## src/source/bus_ctrl_consts.svh

```systemverilog
`ifndef BUS_CTRL_CONSTS_SVH
`define BUS_CTRL_CONSTS_SVH

`define BC_MASTERS 2        // configured bus masters
`define BC_DATA_W 16        // master data word
`define BC_ADDR_W 12        // master address range
`define BC_SID_W 2          // slave id, 0 leaves the master unused
`define BC_SW_W 18          // switch bank

`define BC_BANK_DEPTH 16    // stored words per master

// slave depths, indexed by slave id 1..3
`define BC_SLAVE1_DEPTH 4096
`define BC_SLAVE2_DEPTH 4096
`define BC_SLAVE3_DEPTH 2048

`define BC_PHASE_CLKS 2     // cycles per configuration phase

// derived widths
`define BC_CNT_W ($clog2(`BC_BANK_DEPTH + 1))
`define BC_IDX_W ($clog2(`BC_BANK_DEPTH))
`define BC_MID_W ($clog2(`BC_MASTERS))

`endif
```

## src/source/bus_ctrl_pkg.sv

```systemverilog
`include "bus_ctrl_consts.svh"

package bus_ctrl_pkg;

    typedef enum logic [3:0] {
        slave_sel,
        rw_sel,
        ext_sel,
        ext_write_m0,
        ext_write_both,         // master 0 words first, then master 1
        ext_write_m1,
        start_addr_m0,
        start_addr_m1,
        end_addr_m0,
        end_addr_m1,
        configuring,
        comm_ready,
        communicating,
        comm_done
    } menu_state_t;

    typedef enum logic [1:0] {
        cfg_start,              // phase 0 of a master
        cfg_middle,
        cfg_last,               // phase P-1 of a master
        cfg_idle
    } cfg_phase_t;

    typedef struct packed {
        logic [`BC_SW_W-`BC_MASTERS*`BC_SID_W-1:0] rsvd;
        logic [`BC_MASTERS-1:0][`BC_SID_W-1:0] sid;    // master 1 in bits 3:2
    } sw_sel_t;

    typedef struct packed {
        logic [`BC_SW_W-`BC_ADDR_W-1:0] rsvd;
        logic [`BC_ADDR_W-1:0] addr;
    } sw_addr_t;

    typedef struct packed {
        logic [`BC_SW_W-`BC_DATA_W-1:0] rsvd;
        logic [`BC_DATA_W-1:0] word;
    } sw_data_t;

    // one switch word, read according to the menu state
    typedef union packed {
        sw_sel_t sel;
        sw_addr_t addr;
        sw_data_t data;
    } sw_word_u;

endpackage

```

## src/source/bus_ctrl_top.sv

```systemverilog
`include "bus_ctrl_consts.svh"

module bus_ctrl_top import bus_ctrl_pkg::*; (
    input  logic clk,
    input  logic rstN,
    input  logic [`BC_SW_W-1:0] sw,
    input  logic step_n,
    input  logic next_addr_n,
    input  logic [`BC_MASTERS-1:0] done_com,
    output logic [`BC_MASTERS-1:0][`BC_SID_W-1:0] m_slave_id,
    output logic [`BC_MASTERS-1:0] m_rd_wr,
    output logic [`BC_MASTERS-1:0] m_in_ex,
    output logic [`BC_MASTERS-1:0] m_burst,
    output logic [`BC_MASTERS-1:0] m_start,
    output logic [`BC_MASTERS-1:0] m_eoc,
    output logic [`BC_MASTERS-1:0][`BC_ADDR_W-1:0] m_address,
    output logic [`BC_MASTERS-1:0][`BC_DATA_W-1:0] m_data,
    output logic st_idle,
    output logic st_ready,
    output logic st_busy,
    output logic st_done
);

    menu_state_t state;
    logic [`BC_MASTERS-1:0][`BC_ADDR_W-1:0] first_addr;
    logic [`BC_MASTERS-1:0][`BC_ADDR_W-1:0] last_addr;
    logic [`BC_MASTERS-1:0][`BC_CNT_W-1:0] wr_count;
    logic [`BC_MID_W-1:0] rd_master;
    logic [`BC_IDX_W-1:0] rd_index;
    logic [`BC_DATA_W-1:0] rd_word;
    logic cfg_go;
    logic launch;
    logic cfg_done;

    menu_fsm u_menu (
        .clk, .rstN, .sw, .step_n, .next_addr_n, .done_com, .cfg_done,
        .state, .slave_id(m_slave_id), .rd_wr(m_rd_wr), .in_ex(m_in_ex), .burst(m_burst),
        .first_addr, .last_addr, .m_eoc, .cfg_go, .launch,
        .st_idle, .st_ready, .st_busy, .st_done
    );

    data_bank u_bank (
        .clk, .rstN, .state, .sw, .step_n, .next_addr_n,
        .rd_master, .rd_index, .wr_count, .rd_word
    );

    config_sequencer u_seq (
        .clk, .rstN, .cfg_go, .launch, .in_ex(m_in_ex), .wr_count, .rd_word,
        .first_addr, .last_addr, .rd_master, .rd_index, .cfg_done,
        .m_start, .m_address, .m_data
    );

endmodule

```

## src/source/config_sequencer.sv

```systemverilog
`include "bus_ctrl_consts.svh"

module config_sequencer import bus_ctrl_pkg::*; (
    input  logic clk,
    input  logic rstN,
    input  logic cfg_go,
    input  logic launch,
    input  logic [`BC_MASTERS-1:0] in_ex,
    input  logic [`BC_MASTERS-1:0][`BC_CNT_W-1:0] wr_count,
    input  logic [`BC_DATA_W-1:0] rd_word,
    input  logic [`BC_MASTERS-1:0][`BC_ADDR_W-1:0] first_addr,
    input  logic [`BC_MASTERS-1:0][`BC_ADDR_W-1:0] last_addr,
    output logic [`BC_MID_W-1:0] rd_master,
    output logic [`BC_IDX_W-1:0] rd_index,
    output logic cfg_done,
    output logic [`BC_MASTERS-1:0] m_start,
    output logic [`BC_MASTERS-1:0][`BC_ADDR_W-1:0] m_address,
    output logic [`BC_MASTERS-1:0][`BC_DATA_W-1:0] m_data
);

    localparam int cnt_w = `BC_CNT_W;
    localparam int clk_w = (`BC_PHASE_CLKS > 1) ? $clog2(`BC_PHASE_CLKS) : 1;

    cfg_phase_t phase;
    logic [clk_w-1:0] clk_cnt;                  // cycle within the current phase
    logic [`BC_MID_W-1:0] cur_master;
    logic [cnt_w-1:0] word_idx;                 // current phase number, also the bank word
    logic [cnt_w-1:0] next_idx;
    logic [cnt_w-1:0] last_idx;
    logic start_all;                            // launch start, one cycle after launch

    // P = max(2, wr_count) for external data, 2 otherwise
    always_comb begin
        last_idx = cnt_w'(1);
        if (in_ex[cur_master] && wr_count[cur_master] > cnt_w'(2)) begin
            last_idx = wr_count[cur_master] - 1'b1;
        end
    end

    assign next_idx = word_idx + 1'b1;

    always_ff @(posedge clk or negedge rstN) begin
        if (!rstN) begin
            phase <= cfg_idle;
            clk_cnt <= '0;
            cur_master <= '0;
            word_idx <= '0;
            cfg_done <= 1'b0;
            start_all <= 1'b0;
        end else begin
            cfg_done <= 1'b0;
            start_all <= launch;
            if (phase == cfg_idle) begin
                if (cfg_go) begin
                    phase <= cfg_start;
                    clk_cnt <= '0;
                    cur_master <= '0;
                    word_idx <= '0;
                end
            end else if (clk_cnt == `BC_PHASE_CLKS - 1) begin
                clk_cnt <= '0;
                if (phase == cfg_last) begin
                    word_idx <= '0;
                    if (cur_master == `BC_MASTERS - 1) begin
                        phase <= cfg_idle;
                        cfg_done <= 1'b1;           // menu moves on to comm_ready
                    end else begin
                        cur_master <= cur_master + 1'b1;
                        phase <= cfg_start;
                    end
                end else begin
                    word_idx <= next_idx;
                    phase <= (next_idx == last_idx) ? cfg_last : cfg_middle;
                end
            end else begin
                clk_cnt <= clk_cnt + 1'b1;
            end
        end
    end

    assign rd_master = cur_master;
    assign rd_index = word_idx[`BC_IDX_W-1:0];

    // only the master under configuration sees address and data
    always_comb begin
        m_start = {`BC_MASTERS{start_all}};
        m_address = '0;
        m_data = '0;
        if (phase != cfg_idle) begin
            m_start[cur_master] = (phase == cfg_start || phase == cfg_last) && clk_cnt == '0;
            m_address[cur_master] = (phase == cfg_start) ? first_addr[cur_master]
                                                         : last_addr[cur_master];
            m_data[cur_master] = rd_word;
        end
    end

    // masters read start as a pulse, a level would restart them
    for (genvar m = 0; m < `BC_MASTERS; m++) begin : g_start_chk
        a_start_pulse: assert property (@(posedge clk) disable iff (!rstN)
            m_start[m] |=> !m_start[m]);
    end

endmodule

```

## src/source/data_bank.sv

```systemverilog
`include "bus_ctrl_consts.svh"

module data_bank import bus_ctrl_pkg::*; (
    input  logic clk,
    input  logic rstN,
    input  menu_state_t state,
    input  logic [`BC_SW_W-1:0] sw,
    input  logic step_n,
    input  logic next_addr_n,
    input  logic [`BC_MID_W-1:0] rd_master,
    input  logic [`BC_IDX_W-1:0] rd_index,
    output logic [`BC_MASTERS-1:0][`BC_CNT_W-1:0] wr_count,
    output logic [`BC_DATA_W-1:0] rd_word
);

    sw_word_u sw_word;
    logic [`BC_DATA_W-1:0] bank [`BC_MASTERS][`BC_BANK_DEPTH];
    logic [`BC_CNT_W-1:0] wr_idx;                           // shared by both masters
    logic [`BC_MID_W-1:0] wr_master;
    logic ext_state;
    logic wr_en;

    assign sw_word = sw;
    assign ext_state = state inside {ext_write_m0, ext_write_both, ext_write_m1};

    always_comb begin
        wr_master = '0;
        wr_master[0] = state == ext_write_m1;               // ext_write_both fills master 0
    end

    // a step press in the same cycle wins over the next-address press
    assign wr_en = ext_state && step_n && !next_addr_n && wr_idx != `BC_BANK_DEPTH;

    always_ff @(posedge clk) begin
        if (wr_en) begin
            bank[wr_master][wr_idx[`BC_IDX_W-1:0]] <= sw_word.data.word;
        end
    end

    always_ff @(posedge clk or negedge rstN) begin
        if (!rstN) begin
            wr_idx <= '0;
            wr_count <= '0;
        end else if (!step_n) begin
            wr_idx <= '0;                                   // next master starts at word 0
        end else if (wr_en) begin
            wr_idx <= wr_idx + 1'b1;
            wr_count[wr_master] <= wr_count[wr_master] + 1'b1;
        end
    end

    assign rd_word = bank[rd_master][rd_index];

    a_no_overflow: assert property (@(posedge clk) disable iff (!rstN)
        wr_idx == `BC_BANK_DEPTH |=> $stable(wr_count));

endmodule

```

## src/source/menu_fsm.sv

```systemverilog
`include "bus_ctrl_consts.svh"

module menu_fsm import bus_ctrl_pkg::*; (
    input  logic clk,
    input  logic rstN,
    input  logic [`BC_SW_W-1:0] sw,
    input  logic step_n,
    input  logic next_addr_n,
    input  logic [`BC_MASTERS-1:0] done_com,
    input  logic cfg_done,
    output menu_state_t state,
    output logic [`BC_MASTERS-1:0][`BC_SID_W-1:0] slave_id,
    output logic [`BC_MASTERS-1:0] rd_wr,
    output logic [`BC_MASTERS-1:0] in_ex,
    output logic [`BC_MASTERS-1:0] burst,
    output logic [`BC_MASTERS-1:0][`BC_ADDR_W-1:0] first_addr,
    output logic [`BC_MASTERS-1:0][`BC_ADDR_W-1:0] last_addr,
    output logic [`BC_MASTERS-1:0] m_eoc,
    output logic cfg_go,
    output logic launch,
    output logic st_idle,
    output logic st_ready,
    output logic st_busy,
    output logic st_done
);

    // highest legal address per slave id, id 0 keeps the full master range
    localparam int unsigned slave_top [2**`BC_SID_W] = '{
        `BC_SLAVE1_DEPTH - 1,
        `BC_SLAVE1_DEPTH - 1,
        `BC_SLAVE2_DEPTH - 1,
        `BC_SLAVE3_DEPTH - 1
    };

    menu_state_t next_state;
    sw_word_u sw_word;
    logic step;
    logic next_press;
    logic all_done;

    function automatic logic [`BC_ADDR_W-1:0] clamp_end(
        input logic [`BC_SID_W-1:0] sid,
        input logic [`BC_ADDR_W-1:0] base,
        input logic [`BC_ADDR_W-1:0] len
    );
        logic [`BC_ADDR_W:0] sum;
        sum = {1'b0, base} + {1'b0, len};   // one extra bit so the sum cannot wrap
        if (sum > slave_top[sid]) begin
            return slave_top[sid][`BC_ADDR_W-1:0];
        end
        return sum[`BC_ADDR_W-1:0];
    endfunction

    assign sw_word = sw;
    assign step = !step_n;
    assign next_press = !next_addr_n;

    // an unused master never blocks completion
    always_comb begin
        all_done = 1'b1;
        for (int m = 0; m < `BC_MASTERS; m++) begin
            if (slave_id[m] != '0 && !done_com[m]) begin
                all_done = 1'b0;
            end
        end
    end

    always_comb begin
        next_state = state;
        case (state)
            slave_sel: if (step) next_state = (sw_word.sel.sid == '0) ? comm_done : rw_sel;
            rw_sel: if (step) next_state = ext_sel;
            ext_sel: begin
                if (step) begin
                    case (sw[`BC_MASTERS-1:0])
                        2'b01: next_state = ext_write_m0;
                        2'b10: next_state = ext_write_m1;
                        2'b11: next_state = ext_write_both;
                        default: next_state = start_addr_m0;
                    endcase
                end
            end
            ext_write_m0: if (step) next_state = start_addr_m0;
            ext_write_both: if (step) next_state = ext_write_m1;
            ext_write_m1: if (step) next_state = start_addr_m0;
            start_addr_m0: if (step) next_state = start_addr_m1;
            start_addr_m1: if (step) next_state = end_addr_m0;
            end_addr_m0: if (step) next_state = end_addr_m1;
            end_addr_m1: if (step) next_state = configuring;
            configuring: if (cfg_done) next_state = comm_ready;
            comm_ready: if (step) next_state = communicating;
            communicating: if (all_done) next_state = comm_done;
            default: next_state = state;                    // comm_done holds until reset
        endcase
    end

    always_ff @(posedge clk or negedge rstN) begin
        if (!rstN) begin
            state <= slave_sel;
            slave_id <= '0;
            rd_wr <= '0;
            in_ex <= '0;
            burst <= '0;
            first_addr <= '0;
            last_addr <= '0;
            m_eoc <= '0;
        end else begin
            state <= next_state;
            if (step) begin
                case (state)
                    slave_sel: begin
                        slave_id <= sw_word.sel.sid;
                        if (sw_word.sel.sid == '0) begin
                            m_eoc <= '1;                    // masters skip straight to their end
                        end
                    end
                    rw_sel: rd_wr <= sw[`BC_MASTERS-1:0];
                    ext_sel: in_ex <= sw[`BC_MASTERS-1:0];
                    start_addr_m0: first_addr[0] <= sw_word.addr.addr;
                    start_addr_m1: first_addr[1] <= sw_word.addr.addr;
                    end_addr_m0: last_addr[0] <= clamp_end(slave_id[0], first_addr[0],
                                                           sw_word.addr.addr);
                    end_addr_m1: last_addr[1] <= clamp_end(slave_id[1], first_addr[1],
                                                           sw_word.addr.addr);
                    default: ;
                endcase
            end else if (next_press) begin
                if (state == ext_write_m0 || state == ext_write_both) begin
                    burst[0] <= 1'b1;
                end else if (state == ext_write_m1) begin
                    burst[1] <= 1'b1;
                end
            end
        end
    end

    assign cfg_go = step && state == end_addr_m1;
    assign launch = step && state == comm_ready;

    assign st_idle = state == slave_sel;
    assign st_ready = state == comm_ready;
    assign st_busy = state == communicating;
    assign st_done = state == comm_done;

    a_go_launch: assert property (@(posedge clk) disable iff (!rstN) !(cfg_go && launch));

    // clamped end address must still be valid once the masters are set up
    for (genvar m = 0; m < `BC_MASTERS; m++) begin : g_addr_chk
        a_addr_in_slave: assert property (@(posedge clk) disable iff (!rstN)
            (state inside {configuring, comm_ready, communicating} && slave_id[m] != '0)
            |-> last_addr[m] <= slave_top[slave_id[m]]);
    end

endmodule

```

## config.mk

```make
export PLATFORM = sky130hd
export DESIGN_NAME = bus_ctrl_top
export DESIGN_NICKNAME = d
export VERILOG_FILES = /design/src/source/bus_ctrl_pkg.sv /design/src/source/bus_ctrl_top.sv /design/src/source/config_sequencer.sv /design/src/source/data_bank.sv /design/src/source/menu_fsm.sv
export VERILOG_INCLUDE_DIRS = /design/src /design/src/source
export SDC_FILE = /design/constraint.sdc
export NUM_CORES = 1
export LEC_CHECK = 0
export ABC_AREA = 1
export BUFFER_PORTS_ARGS = -buffer_cell sky130_fd_sc_hd__buf_4
export CORE_AREA = 5 5 312 345
export DETAILED_ROUTE_END_ITERATION = 7
export DIE_AREA = 0 0 317 350
export SYNTH_ARGS = -nofsm -noshare
export SYNTH_HDL_FRONTEND = slang
export SYNTH_SLANG_ARGS = --single-unit
```

## constraint.sdc

```tcl
create_clock -name clk -period 2.8 [get_ports clk]
set_clock_uncertainty 0.1 [all_clocks]
set_input_delay 0.28 -clock clk [delete_from_list [all_inputs] [get_ports clk]]
set_output_delay 0.28 -clock clk [all_outputs]
set_load 0.01 [all_outputs]
```

* Word-level counts from Yosys, hierarchy flattened *
Memory sizes are Yosys's and may differ from the RTL's.
Cells that the tools add are included.

operators by class
  $add $sub $neg = 8
  order comparisons = 12
  equality and inequality tests = 35
  multiplexer cells = 88
  bitwise logic cells = 10
  reductions and logical operators = 42

operators with widths
  operator             count
  $mux 256             1
  $mux 32              5
  $bmux 32 s2          2
  $mux 12              10
  $bmux 16 s4          1
  $demux 16 s4         1
  $gt 13x32->1         2
  $mux 16              4
  $mux 5               12
  $mux 4               13
  $pmux 4 s12          1
  $and 32x32->32       1
  $add 12x12->13       2
  $and 24x24->24       1
  $eq 4x4->1 const B   6
  $mux 24              1
  $ne 2x2->1 const B   12
  $mux 1               23
  $reduce_and 2->1     9
  $demux 16 s1         1
  $eq 4x3->1 const B   4
  $add 5x1->5 const B  3
  $mux 2               7
  $reduce_and 13->1    1
  other kinds (35)     72

storage, ports and cells
  register bits = 89
  bits in writable memories = 512
  input bits = 24
  output and inout port bits = 74
  logic and storage cells = 217
  memories kept = 1

memory list
  name         depth  bits a word  read ports  clocked after Yosys merged registers in  write ports  RTL line         source
  u_bank.bank  2      256          1           0                                        1            data_bank.sv:17  logic [`BC_DATA_W-1:0] bank [`BC_MASTERS][`BC_BANK_DEPTH];

* Depth between registers and ports, before layout *
  depth in word-level cells = 10
  mapped depth = 22
  gate-level depth less buffers = 21

* By module *
Synthesis repeated with hierarchy kept, for this count alone.

second synthesis, totals
  cell total of the unflattened synthesis = 2,829
  area, all modules = 27,950.6 um^2

by module, submodules not included
  module            instances  cells each  area each (um^2)  seq. area each (um^2)
  data_bank         1          1,908       21,977.3          15,750.1
  menu_fsm          1          617         4,289.1           1,576.5
  config_sequencer  1          304         1,684.1           277.8

* Worst setup path before layout *
Ideal clock, no wire load.

  path kind = register -> register
  from = register u_menu.first_addr[6] in the netlist's numbering
  to = register u_menu.last_addr[9] in the netlist's numbering
  setup time = 0.123 ns
  arrival = 2.699 ns
  data required time = 2.577 ns
  path slack = -0.122 ns
  stages on the path, launching flop included = 23
  path buffers = 1
  clock period less this slack = 2.922 ns
  path through = dfrtp_1 -> ha_1 -> nand2_1 -> inv_1 -> a21oi_1 -> inv_1 -> nand2_1 -> nand4_1 -> xor2_1 -> inv_1 -> ha_1 -> nand3_1 -> nor2_1 -> nand3_1 -> nor2_1 -> nand2_1 -> nor2_1 -> nand3_1 -> nand2_1 -> nand2_1 -> buf_2 -> o21ai_0 -> nand2_1

on the way
  longest elaborated chain between the ends = 6

ends and longest elaborated chain
  element           RTL line         source
  from (decl)       menu_fsm.sv:16   output logic [`BC_MASTERS-1:0][`BC_ADDR_W-1:0] first_addr,
  $add 12x12->13 *  menu_fsm.sv:47   sum = {1'b0, base} + {1'b0, len};
  $gt 13x32->1      menu_fsm.sv:48   if (sum > slave_top[sid]) begin
  $mux 1            menu_fsm.sv:48
  $mux 1            menu_fsm.sv:110  case (state)
  $mux 1            menu_fsm.sv:109  if (step) begin
  $mux 12 *         menu_fsm.sv:51   return sum[`BC_ADDR_W-1:0];
  to (decl)         menu_fsm.sv:17   output logic [`BC_MASTERS-1:0][`BC_ADDR_W-1:0] last_addr,

Mark *: on every way between the ends. The rest lies on a longest branch, timed or not. The select of a mux whose other input is x is not followed.
A chain may end at the register's enable or synchronous reset.

==> flow_summary.toml <==
[run_status]
status = "complete, but fails checks"
violations = "setup timing"

[floorplanning]
die-area_sq_um = 111000
num_io_pins = 98
die_y_microns = 350
core_sq_um = 103000
fp.dieW_microns = 317
initial_core_util_pct = 25.8
num_rows = 124

[setup_path]
startpoint_type = "flip-flop"
crit_top_cell = "buf_6"
cp_max_fo = 7
slowest_delay_ns = 0.45
worstPathCellList = "buf_12 -> clkinv_16 -> buf_16 -> buf_6 -> o21ai_0 -> o221ai_2 -> nand3_2 -> o211ai_1 -> o21ai_2 -> nor2_1 -> buf_4 -> buf_6"
crit_path_end_kind = "output port"
cp.required_ns = 2.42
rrSetupSlack_ns = -0.29
path_class = "flip-flop to output port"
worstPathArrival_ns = 2.81
slowest_stage = "dfrtp_4"

[sta]
hold_ws_ns = 0.0488
slew_headroom_pct = 38.1
final.setup.worst_slack_ns = -0.389
timing.final.max_slew_violations = 0
fin_tns_setup_ns = -16.32
finalHoldViolCount = 0
rsz0062_at_grt = "yes"
setup_viol = 79
period_share_pct = 114
post-route-min-period_ns = 3.19
tightestPinTransition_ns = 0.929
max_freq_mhz = 314

[route]
drt_iter0_markers = 2414
via_per_inst = 5.00
post_drt_wl_per_cell_microns = 22.0
vias = 21500
drc = 0
antenna_left = 0
drt_first_pass_iters = 6
wirelength_mm = 94.6

[clock_network]
insertion_delay_ns = 0.62
clk_pin_slew_worst_paths_ns = 0.06
cts.sinks = 601
clock_path_buffers = 3
cts.htree.levels = 3
root_buffer = "clkbuf_16"
cts_tree = "done"
cts_made_buffers = 68

[placed_design]
routabilityCongestion = 0.896
place_area_sq_um = 30900
hpwl_mm = 52.6
port_buffers = 95

[cells_and_area]
utilization_pct = 36.2
syn2layout_area_growth_pct = 40.3
design_area_sq_um = 37500
antenna_cells = 0
final_nets = 2919
drive_gt1_share_pct = 31.1

[yosys]
yosys_most_used_dff = "edfxtp_1"
netlist_top_cells_area = "edfxtp_1 (58%), dfrtp_1 (8.1%), o21ai_0 (6.5%), nor2_1 (6.2%), nand2_1 (4.3%)"
async_flop_share_pct = 14.8
post-synth-top-count-cell = "edfxtp_1"
ys_seq_elements = 601
yosys.area.top_type = "edfxtp_1"
synth.distinct_cells = 49
synth-edff-count = 512
synth_top_area_share_pct = 57.5
synth_area_sq_um = 26700
ys_seq_area_share_pct = 65.9
postSynthAreaPerCell_sq_um = 10.8
synth_nets = 2531
synth_cells = 2468
yosysWarnings = 0
yosys-top-cells-count = "edfxtp_1 (512), nor2_1 (444), o21ai_0 (349), nand2_1 (306), inv_1 (155)"

[power_and_ir_drop]
power_density_nw_per_um2 = 510
ir_drop_mv = 0.349
total_leakage_power_nw = 14.0

[grt]
overflow = 0
grt_pass1_vias = 20400
grt_pass1_wl_mm = 129
grtUsageTotal_pct = 15.3
grt_max_degree = 67
antenna_found_initial = 1

[flow_run]
cap_violations = 0

[min_path]
hp-class = "input port to flip-flop"
-- cell families (layout without fill, tap and decap cells) --
kind of cell,Yosys count,after routing,synth area share (%)
simple gates,903,904,13.7
compound gates,612,612,13.3
flops,601,601,65.9
buf+inv,302,738,4.82
fa+ha+maj,39,39,1.88
xor+xnor,9,9,0.295
mux,2,2,0.0796
-- per-stage QoR --
step / instances / worst slack, ns / total power [mW]
CTS: 4212 / -0.308 / 19.2
finish: 4291 / -0.389 / 19.1
global route: 4291 / -0.542 / 19.6
detailed placement: 4014 / -0.342 / 10.3
floorplan: 2468 / 0.00568 / 10.0
global placement: 4014 / -0.309 / 10.3
-- layer usage --
layer  vias up  track usage [%]  wire length [microns]
li1       9602                -                      -
met1     10600             19.4                  36700
met2       988             26.8                  47200
met3       236             1.90                   6040
met4         0             6.00                   4700
met5         -                0                      0
-- where the power goes --
group / internal, mW / switching [mW]
registers: 9.73 / 0.0120
logic: 0.153 / 0.321
clock network: 5.16 / 3.76
total: 15.0 / 4.09
-- worst max-delay path: cells and delay by family (launching register included) --
kind                   cells  cell delay (ns)
buffers and inverters      6             0.86
flip-flops                 1             0.45
AND/OR/NAND/NOR            2             0.20
AO/OA/AOI/OAI              4             0.69
-- registers in the layout, indices dropped and copies added, names as in the netlist, 2 cells and up --
signal and count:
u_bank.bank 512, u_bank.wr_count 10, u_bank.wr_idx 5, u_menu.burst 2
u_menu.first_addr 24, u_menu.in_ex 2, u_menu.last_addr 24, u_menu.rd_wr 2
u_menu.slave_id 4, u_menu.state 4, u_seq.phase 2, u_seq.word_idx 5
-- final cells by class --
cell class,instances,area (sq um)
multi-input combinational,1566,9580
tap,1386,1730
fill,9904,66000
sequential,601,17600
timing repair inverter,2,46.3
timing repair buffer,450,5640
clock buffer,79,1740
clock inverter,40,458
inverter,167,678
-- cells in the final DEF, fill, tap and decap left out, types with 17 or more instances in the layout --
cell,netlist,routed
buf_16,0,19
dfrtp_1,87,84
clkinv_2,0,18
nor2_4,2,18
o22ai_1,87,53
nand2_2,1,20
nand2_4,0,17
edfxtp_1,512,512
o21ai_0,349,225
buf_6,10,40
ha_4,0,17
buf_4,5,257
a21oi_1,31,28
o211ai_1,19,19
o21ai_2,3,65
o22ai_2,0,34
ha_1,37,20
nand3_2,1,32
o221ai_1,64,30
inv_1,155,148
nor2_2,6,56
nand3_1,108,77
o21ai_1,35,82
clkbuf_16,0,100
buf_12,0,70
o221ai_2,0,34
nor2_1,444,378
nand2_1,306,269
-- what timing repair did --
item | CTS | global route
endpoints found under the setup margin | 79 | 82
setup buffers | 43 | 54
pin swaps | 76 | 237
gates resized for setup | 193 | 415
cloned | 23 | 36
hold endpoints to repair | 188 | 0
hold buffers | 13 | 0
-- worst paths after layout --
check                                             startpoint                                 to  cells after the start
max                              u_seq.rd_master$_DFFE_PN0P_                          m_data[5]                     12
min                                                    sw[7]  u_menu.first_addr[19]$_DFFE_PN0P_                      4
max reg2reg                u_menu.first_addr[18]$_DFFE_PN0P_   u_menu.last_addr[18]$_DFFE_PN0P_                     21
min reg2reg                     u_bank.wr_idx[4]$_DFFE_PN0P_       u_bank.wr_idx[4]$_DFFE_PN0P_                      1
max in group asynchronous                               rstN   u_menu.last_addr[18]$_DFFE_PN0P_                      4
min in group asynchronous                               rstN   u_menu.last_addr[10]$_DFFE_PN0P_                      2
Note: power is estimated with default switching activity, not from simulation.
